<file path="src/axi_line_pkg.sv">
// axi line adapter definitions
// widths, cache request type, reduced AXI channel structs and burst
// constants shared by the adapter stages
`default_nettype none

package axi_line_pkg;

  // --------------------------------------------------
  // widths
  // --------------------------------------------------
  localparam int unsigned ADDR_WIDTH       = 32;
  localparam int unsigned DATA_WIDTH       = 64;
  localparam int unsigned STRB_WIDTH       = DATA_WIDTH / 8;
  localparam int unsigned ID_WIDTH         = 4;
  localparam int unsigned BEATS_PER_LINE   = 4;
  localparam int unsigned BEAT_IDX_WIDTH   = 2;
  localparam int unsigned LINE_OFFSET_BITS = 5;
  localparam int unsigned BEAT_OFFSET_BITS = 3;

  // --------------------------------------------------
  // burst constants
  // --------------------------------------------------
  localparam logic [7:0] SINGLE_LEN = 8'd0;
  localparam logic [7:0] LINE_LEN   = 8'(BEATS_PER_LINE - 1);
  localparam logic [BEAT_IDX_WIDTH-1:0] LAST_BEAT = BEAT_IDX_WIDTH'(BEATS_PER_LINE - 1);

  // --------------------------------------------------
  // request side
  // --------------------------------------------------
  typedef enum logic {
    SINGLE_REQ,
    LINE_REQ
  } req_kind_e;

  typedef logic [BEATS_PER_LINE-1:0][DATA_WIDTH-1:0] line_data_t;
  typedef logic [BEATS_PER_LINE-1:0][STRB_WIDTH-1:0] line_strb_t;

  typedef struct packed {
    req_kind_e             kind;
    logic                  we;
    logic [ADDR_WIDTH-1:0] addr;
    logic [1:0]            size;
    logic [ID_WIDTH-1:0]   id;
    line_data_t            wdata;
    line_strb_t            be;
  } line_req_t;

  // --------------------------------------------------
  // AXI side
  // --------------------------------------------------
  typedef struct packed {
    logic [ADDR_WIDTH-1:0] addr;
    logic [7:0]            len;
    logic [2:0]            size;
    logic [ID_WIDTH-1:0]   id;
  } axi_addr_t;

  typedef struct packed {
    logic                  aw_valid;
    axi_addr_t             aw;
    logic                  w_valid;
    logic [DATA_WIDTH-1:0] w_data;
    logic [STRB_WIDTH-1:0] w_strb;
    logic                  w_last;
    logic                  b_ready;
    logic                  ar_valid;
    axi_addr_t             ar;
    logic                  r_ready;
  } axi_req_t;

  typedef struct packed {
    logic                  aw_ready;
    logic                  w_ready;
    logic                  b_valid;
    logic [ID_WIDTH-1:0]   b_id;
    logic [1:0]            b_resp;
    logic                  ar_ready;
    logic                  r_valid;
    logic [DATA_WIDTH-1:0] r_data;
    logic [ID_WIDTH-1:0]   r_id;
    logic                  r_last;
  } axi_rsp_t;

  // decode result handed to the execute stage
  typedef struct packed {
    axi_addr_t                 ax;
    logic [BEAT_IDX_WIDTH-1:0] crit_idx;
    logic                      is_line;
  } addr_phase_t;

endpackage

`default_nettype wire

</file>
<file path="src/axi_req_decode.sv">
// request decode
// turns a cache request into the AXI address-phase fields shared by
// AW and AR, and extracts the beat index of the critical word
`timescale 1ns/1ps
`default_nettype none

module axi_req_decode (
  input  axi_line_pkg::line_req_t   req_i_data,
  output axi_line_pkg::addr_phase_t phase_o
);

  logic                                  is_line;
  logic [axi_line_pkg::ADDR_WIDTH-1:0]   line_addr;

  assign is_line = (req_i_data.kind == axi_line_pkg::LINE_REQ);

  // line bursts are incrementing from the line base
  always_comb begin
    line_addr = req_i_data.addr;
    line_addr[axi_line_pkg::LINE_OFFSET_BITS-1:0] = '0;
  end

  // --------------------------------------------------
  // address phase
  // --------------------------------------------------
  always_comb begin
    phase_o.ax.id   = req_i_data.id;
    // 1, 2, 4 or 8 bytes per beat
    phase_o.ax.size = {1'b0, req_i_data.size};
    if (is_line) begin
      phase_o.ax.addr = line_addr;
      phase_o.ax.len  = axi_line_pkg::LINE_LEN;
    end else begin
      phase_o.ax.addr = req_i_data.addr;
      phase_o.ax.len  = axi_line_pkg::SINGLE_LEN;
    end
  end

  // word offset inside the line selects the critical beat
  assign phase_o.crit_idx =
    req_i_data.addr[axi_line_pkg::BEAT_OFFSET_BITS +: axi_line_pkg::BEAT_IDX_WIDTH];

  assign phase_o.is_line = is_line;

endmodule

`default_nettype wire

</file>
<file path="src/axi_burst_fsm.sv">
// execute stage
// sequences the AW, W, B, AR and R handshakes of one request at a time,
// counts the W beats of a line burst and produces grant, write
// completion and busy
`timescale 1ns/1ps
`default_nettype none

module axi_burst_fsm (
  input  logic                                clk_i,
  input  logic                                rst_ni,
  input  logic                                req_i,
  input  axi_line_pkg::line_req_t             req_i_data,
  input  axi_line_pkg::addr_phase_t           phase_i,
  input  axi_line_pkg::axi_rsp_t              axi_rsp_i,
  output axi_line_pkg::axi_req_t              axi_req_o,
  output logic                                gnt_o,
  output logic                                valid_o,
  output logic                                busy_o,
  output logic                                start_o,
  output logic                                beat_fire_o,
  output logic [axi_line_pkg::ID_WIDTH-1:0]   wid_o
);

  typedef enum logic [2:0] {
    IDLE,
    WAIT_AW_W,
    WAIT_AW,
    WAIT_W,
    WAIT_B,
    WAIT_R
  } state_e;

  state_e state_q, state_d;

  // W beats still to send after the current one
  logic [axi_line_pkg::BEAT_IDX_WIDTH-1:0] cnt_q, cnt_d;
  logic [axi_line_pkg::BEAT_IDX_WIDTH-1:0] w_rem;
  logic [axi_line_pkg::BEAT_IDX_WIDTH-1:0] w_idx;
  logic                                    new_write;
  logic                                    aw_pend;
  logic                                    w_pend;
  logic                                    w_last;
  logic                                    aw_done;
  logic                                    w_done;

  assign new_write = (state_q == IDLE) && req_i && req_i_data.we;

  // a new write starts with the full beat count
  assign w_rem = (state_q == IDLE) ?
                 (phase_i.is_line ? axi_line_pkg::LAST_BEAT : '0) : cnt_q;
  assign w_idx  = phase_i.is_line ? (axi_line_pkg::LAST_BEAT - w_rem) : '0;
  assign w_last = (w_rem == '0);

  assign aw_pend = new_write || (state_q == WAIT_AW_W) || (state_q == WAIT_AW);
  assign w_pend  = new_write || (state_q == WAIT_AW_W) || (state_q == WAIT_W);

  // each half counts as done once nothing of it is left after this cycle
  assign aw_done = !aw_pend || axi_rsp_i.aw_ready;
  assign w_done  = !w_pend || (axi_rsp_i.w_ready && w_last);

  assign busy_o      = (state_q != IDLE);
  assign beat_fire_o = (state_q == WAIT_R) && axi_rsp_i.r_valid;
  assign wid_o       = axi_rsp_i.b_id;

  // --------------------------------------------------
  // next state and AXI drive
  // --------------------------------------------------
  always_comb begin
    axi_req_o          = '0;
    axi_req_o.aw       = phase_i.ax;
    axi_req_o.ar       = phase_i.ax;
    axi_req_o.aw_valid = aw_pend;
    axi_req_o.w_valid  = w_pend;
    axi_req_o.w_data   = req_i_data.wdata[w_idx];
    axi_req_o.w_strb   = req_i_data.be[w_idx];
    axi_req_o.w_last   = w_last;

    gnt_o   = 1'b0;
    valid_o = 1'b0;
    start_o = 1'b0;
    state_d = state_q;
    cnt_d   = cnt_q;

    case (state_q)
      IDLE: begin
        // writes are taken by the shared write path below
        if (req_i && !req_i_data.we) begin
          axi_req_o.ar_valid = 1'b1;
          if (axi_rsp_i.ar_ready) begin
            gnt_o   = 1'b1;
            start_o = 1'b1;
            state_d = WAIT_R;
          end
        end
      end
      WAIT_B: begin
        axi_req_o.b_ready = 1'b1;
        if (axi_rsp_i.b_valid) begin
          valid_o = 1'b1;
          state_d = IDLE;
        end
      end
      WAIT_R: begin
        axi_req_o.r_ready = 1'b1;
        if (axi_rsp_i.r_valid && axi_rsp_i.r_last) begin
          state_d = IDLE;
        end
      end
      default: ;
    endcase

    // address and data halves of a write
    if (aw_pend || w_pend) begin
      cnt_d = (w_pend && axi_rsp_i.w_ready && !w_last) ? w_rem - 1'b1 : w_rem;
      case ({aw_done, w_done})
        2'b11: begin
          gnt_o   = 1'b1;
          state_d = WAIT_B;
        end
        2'b10:   state_d = WAIT_W;
        2'b01:   state_d = WAIT_AW;
        default: state_d = WAIT_AW_W;
      endcase
    end
  end

  // --------------------------------------------------
  // registers
  // --------------------------------------------------
  always_ff @(posedge clk_i or negedge rst_ni) begin
    if (!rst_ni) begin
      state_q <= IDLE;
      cnt_q   <= '0;
    end else begin
      state_q <= state_d;
      cnt_q   <= cnt_d;
    end
  end

endmodule

`default_nettype wire

</file>
<file path="src/axi_line_assembler.sv">
// result stage
// collects read beats into the line register, flags the critical word
// as it arrives and signals read completion one cycle after the last beat
`timescale 1ns/1ps
`default_nettype none

module axi_line_assembler (
  input  logic                                      clk_i,
  input  logic                                      rst_ni,
  input  logic                                      start_i,
  input  logic                                      beat_fire_i,
  input  logic                                      is_line_i,
  input  logic [axi_line_pkg::BEAT_IDX_WIDTH-1:0]   crit_idx_i,
  input  axi_line_pkg::axi_rsp_t                    axi_rsp_i,
  output axi_line_pkg::line_data_t                  rdata_o,
  output logic [axi_line_pkg::ID_WIDTH-1:0]         id_o,
  output logic                                      valid_o,
  output logic [axi_line_pkg::DATA_WIDTH-1:0]       critical_word_o,
  output logic                                      critical_word_valid_o
);

  logic [axi_line_pkg::BEAT_IDX_WIDTH-1:0] cnt_q;
  logic [axi_line_pkg::BEAT_IDX_WIDTH-1:0] crit_q;
  logic [axi_line_pkg::BEAT_IDX_WIDTH-1:0] slot;
  logic                                    is_line_q;
  logic                                    valid_q;
  logic [axi_line_pkg::ID_WIDTH-1:0]       id_q;
  axi_line_pkg::line_data_t                line_q;

  // single reads always land in slot 0
  assign slot = is_line_q ? cnt_q : '0;

  assign critical_word_o       = axi_rsp_i.r_data;
  assign critical_word_valid_o = beat_fire_i && (!is_line_q || (cnt_q == crit_q));

  assign rdata_o = line_q;
  assign id_o    = id_q;
  assign valid_o = valid_q;

  always_ff @(posedge clk_i or negedge rst_ni) begin
    if (!rst_ni) begin
      cnt_q     <= '0;
      crit_q    <= '0;
      is_line_q <= 1'b0;
      valid_q   <= 1'b0;
      line_q    <= '0;
    end else begin
      valid_q <= beat_fire_i && axi_rsp_i.r_last;
      if (start_i) begin
        cnt_q     <= '0;
        crit_q    <= crit_idx_i;
        is_line_q <= is_line_i;
      end else if (beat_fire_i) begin
        cnt_q <= cnt_q + 1'b1;
      end
      if (beat_fire_i) begin
        line_q[slot] <= axi_rsp_i.r_data;
      end
    end
  end

  // id of the closing beat goes out with valid_o
  always_ff @(posedge clk_i) begin
    if (beat_fire_i && axi_rsp_i.r_last) begin
      id_q <= axi_rsp_i.r_id;
    end
  end

endmodule

`default_nettype wire

</file>
<file path="src/axi_line_adapter.sv">
// cache-side AXI master adapter
// accepts one single-beat or cache-line request at a time and runs it
// as an AXI4 burst; decode, execute and result stages live below
`timescale 1ns/1ps
`default_nettype none

module axi_line_adapter (
  input  logic                                  clk_i,
  input  logic                                  rst_ni,
  input  logic                                  req_i,
  input  axi_line_pkg::line_req_t               req_data_i,
  output logic                                  gnt_o,
  output logic                                  busy_o,
  output logic                                  valid_o,
  output logic [axi_line_pkg::ID_WIDTH-1:0]     id_o,
  output axi_line_pkg::line_data_t              rdata_o,
  output logic [axi_line_pkg::DATA_WIDTH-1:0]   critical_word_o,
  output logic                                  critical_word_valid_o,
  output axi_line_pkg::axi_req_t                axi_req_o,
  input  axi_line_pkg::axi_rsp_t                axi_rsp_i
);

  axi_line_pkg::addr_phase_t               phase;
  axi_line_pkg::line_data_t                line_data;
  logic                                    wr_valid;
  logic                                    rd_valid;
  logic [axi_line_pkg::ID_WIDTH-1:0]       wr_id;
  logic [axi_line_pkg::ID_WIDTH-1:0]       rd_id;
  logic                                    start;
  logic                                    beat_fire;
  logic                                    is_line;

  // --------------------------------------------------
  // stages
  // --------------------------------------------------
  axi_req_decode u_decode (
    .req_i_data (req_data_i),
    .phase_o    (phase)
  );

  axi_burst_fsm u_fsm (
    .clk_i       (clk_i),
    .rst_ni      (rst_ni),
    .req_i       (req_i),
    .req_i_data  (req_data_i),
    .phase_i     (phase),
    .axi_rsp_i   (axi_rsp_i),
    .axi_req_o   (axi_req_o),
    .gnt_o       (gnt_o),
    .valid_o     (wr_valid),
    .busy_o      (busy_o),
    .start_o     (start),
    .beat_fire_o (beat_fire),
    .wid_o       (wr_id)
  );

  assign is_line = phase.is_line;

  axi_line_assembler u_assembler (
    .clk_i                 (clk_i),
    .rst_ni                (rst_ni),
    .start_i               (start),
    .beat_fire_i           (beat_fire),
    .is_line_i             (is_line),
    .crit_idx_i            (phase.crit_idx),
    .axi_rsp_i             (axi_rsp_i),
    .rdata_o               (line_data),
    .id_o                  (rd_id),
    .valid_o               (rd_valid),
    .critical_word_o       (critical_word_o),
    .critical_word_valid_o (critical_word_valid_o)
  );

  // write and read completions never fall in the same cycle
  assign valid_o = wr_valid | rd_valid;
  assign id_o    = rd_valid ? rd_id : wr_id;
  // a write leaves the line register as it was
  assign rdata_o = line_data;

endmodule

`default_nettype wire

</file>
<file path="config.mk">
export PLATFORM = sky130hd
export DESIGN_NAME = axi_line_adapter
export DESIGN_NICKNAME = d
export VERILOG_FILES = /design/src/axi_line_pkg.sv /design/src/axi_req_decode.sv /design/src/axi_burst_fsm.sv /design/src/axi_line_assembler.sv /design/src/axi_line_adapter.sv
export SDC_FILE = /design/constraint.sdc
export NUM_CORES = 1
export LEC_CHECK = 0
export BUFFER_PORTS_ARGS = -buffer_cell sky130_fd_sc_hd__buf_2
export CAP_MARGIN = 20
export CORE_AREA = 2 2 359 361
export DETAILED_ROUTE_END_ITERATION = 10
export DIE_AREA = 0 0 361 363
export PLACE_DENSITY = 0.38
export SETUP_SLACK_MARGIN = 0.3
export SKIP_CTS_REPAIR_TIMING = 1
export SLEW_MARGIN = 40
export SYNTH_ARGS = -nofsm -noshare
export SYNTH_HDL_FRONTEND = slang
export SYNTH_HIERARCHICAL = 1
export SYNTH_SLANG_ARGS = --single-unit
</file>
<file path="constraint.sdc">
create_clock -name clk_i -period 2.9 [get_ports clk_i]
set_clock_uncertainty 0.05 [all_clocks]
set_input_delay 0.435 -clock clk_i [delete_from_list [all_inputs] [get_ports clk_i]]
set_output_delay 0.435 -clock clk_i [all_outputs]
set_load 0.1 [all_outputs]
</file>
==> run metrics <==
status complete, but fails checks; failing checks setup timing; largest net degree at the start of global routing 68; HP Class in -> reg; remaining antenna violation count 0; f_max between 0.3 and 0.4 GHz; fillcell total 13900; routed vias/inst about 3.4; Cells after DPL 3504; Site Rows 131; Root Buffer Master clkbuf_16; mux share of post-synthesis cell area about 27%; DIE AREA 131000 um2; Final Net Count 2342; WP data arrival 2.65 ns; Synth Register Bits 271; Worst Setup Slack, final -0.237 ns; number of enable flip-flop cells after synthesis 4; Initial DRC Count roughly 430; vias in the first global route 12700; Max clock buf depth 3; WS Path Type reg -> out; Synth Area in Compound Gates 11.2%; first-pass GRT wire length roughly 96000 um; Slew Limit Fails 0; GPL Wtd Cong 0.784; crit path launch type flip-flop; critical-path cell list buf_6 -> or3_4 -> and2_4 -> buf_12 -> clkbuf_16 -> o22ai_4 -> a21oi_4 -> buf_12; post-synth cell types 49; initial antenna violation count 20; post-layout util between 10% and 20%; Syn-to-layout area delta 55.2%; per-cell routed wire length approximately 20 um; Core Area 127000 um2; main combinational cell family by area after synthesis multiplexers; Layout Cells excl Fill 3629; ys flop type dfrtp_1; DP Area 22700 um2; slowest CP cell or3_4; Synth Area in XOR/XNOR less than 1%; all-layer global routing usage 9.99%; Async SR Flop Fraction 98.5%; Mean Syn Cell Area about 13 um2; final hold viol count 0; synthesized area ~16000 um2; Die Ht ~360 um; most common cell after layout, fill and taps aside buf_2; CP endpoint kind primary output; # setup viols final 72; RSZ-0062 raised after global routing true; layout cells sized above 1 75.4%; post-synthesis sequential area ratio 42.0%; Post-Synth Simple-Gate Area around 4.7%; Routed WL 71400 um; GRT overflow 0; Tcrit/Tclk final 108%; TritonCTS clock tree yes; Reg area 6810 um2; Post-Synth Adder-Cell Area 0.154%; slowest cell delay on critical path 0.43 ns; Max transition margin around three fifths; die span in x 361 um; crit-path most repeated cell buf_12; IO Pins 911; Buffers on Ports between 700 and 800; Worst-Skew Late Latency about 0.6 ns; Starting Density 12.8%; Clock Sinks 271; Remaining DRCs 0; Worst Max-Slew Pin Slew 0.612 ns; area taken by multi-input logic gates 8470 um2; DR pass1 iterations 4; total CTS buffers 31; hpwl dp 54700 um; H-tree lvl count 1; Reg clk slew, reported paths 0.06 ns; Synth Instances around 1300; via count ~12000; Yosys Warn Count 6; worst-path maximum fanout 8; Worst EP required around 2.4 ns; max-cap violations 0; most frequent cells in the layout buf_2, dfrtp_1, mux2_4, mux2_2, buf_12; Finished Cell Area approximately 25000 um2; min Tclk post-route 3.14 ns
critical path, delay by kind of cell (launching register included):
family / cells / cell delay, ns
AOI/OAI and AO/OA: 2 / 0.23
DFF: 1 / 0.40
buffers and inverters: 4 / 0.70
and+or+nand+nor: 2 / 0.68
logic make-up (layout without fill, tap and decap cells):
kind of cell / after synthesis / in the layout
AOI/OAI and AO/OA: 239 / 239
and+or+nand+nor: 122 / 124
muxes: 332 / 332
DFF: 271 / 271
buffers and inverters: 302 / 972
xor gates and xnor gates: 5 / 5
adders and majority gates: 2 / 2
other: 1 / 22
routing by layer:
layer	track usage (%)	up-vias	share of wire, %
li1	-	5692	-
met1	12.6	6165	43
met2	16.5	381	47
met3	3.25	102	7.7
met4	2.30	8	2.1
met5	0	-	0.070
flip-flops by register name, indices dropped and copies added (netlist names):
register,cells
u_assembler/rdata_o,256
u_assembler/id_o,4
u_fsm/state_q,3
u_assembler/cnt_q,2
u_assembler/crit_q,2
u_fsm/cnt_q,2
u_assembler/is_line_q,1
u_assembler/valid_o,1
cell type report:
type | count | share of cell area (%)
multi-input combinational | 709 | 33.7
clock inverter | 14 | 0.662
timing repair buffer | 914 | 26.6
antenna | 15 | 0.149
inverter | 2 | 0.0298
sequential | 271 | 27.1
tap | 1662 | 8.27
clock buffer | 42 | 3.53
final timing paths:
check	from	endpoint	slack (ns)	cells after the start
hold / removal	req_data_i[297]	u_assembler/crit_q[0]$_DFFE_PN0P_	0.06	2
setup reg to reg	u_fsm/state_q[0]$_DFFE_PN0P_	u_assembler/rdata_o[239]$_DFFE_PN0P_	0.40	11
setup / recovery	u_fsm/state_q[2]$_DFFE_PN0P_	axi_req_o[72]	-0.24	8
max in group asynchronous	rst_ni	u_fsm/cnt_q[1]$_DFFE_PN0N_	1.70	3
hold reg to reg	u_assembler/rdata_o[34]$_DFFE_PN0P_	u_assembler/rdata_o[34]$_DFFE_PN0P_	0.45	1
min in group asynchronous	rst_ni	u_assembler/rdata_o[238]$_DFFE_PN0P_	0.35	2
stage by stage:
stage | worst slack (ns) | TNS, ns | hold slack (ns)
2_1_floorplan | -0.0522 | -0.0522 | 0.0894
5_1_grt | -0.322 | -18.26 | 0.0278
3_3_place_gp | 0.186 | 0 | 0.404
6_report | -0.237 | -10.15 | 0.0558
4_1_cts | -0.520 | -30.29 | -0.268
3_5_place_dp | 0.188 | 0 | 0.401
synth_stat cells (all sizes together) (2+ instances only):
master	instances	area, um2
a2111oi	2	17.5
a211oi	3	22.5
a21o	2	15.0
a21oi	79	399
and2	5	33.8
and3	2	12.5
buf	262	2190
clkbuf	38	143
dfrtp	267	6680
edfxtp	4	120
ha	2	25.0
inv	2	7.51
mux2	332	4410
nand2	10	45.0
nand2b	75	469
nand3b	2	15.0
nand4b	2	17.5
nor2	8	30.0
nor2b	8	50.1
nor3b	4	30.0
o21ai	7	38.8
o22ai	69	732
o31ai	72	554
or2	2	12.5
xnor2	2	17.5
xor2	3	26.3
Power is left out: the tool's default activity adds up to more than one toggle a clock period on the data nets, which glitch-free logic cannot reach.
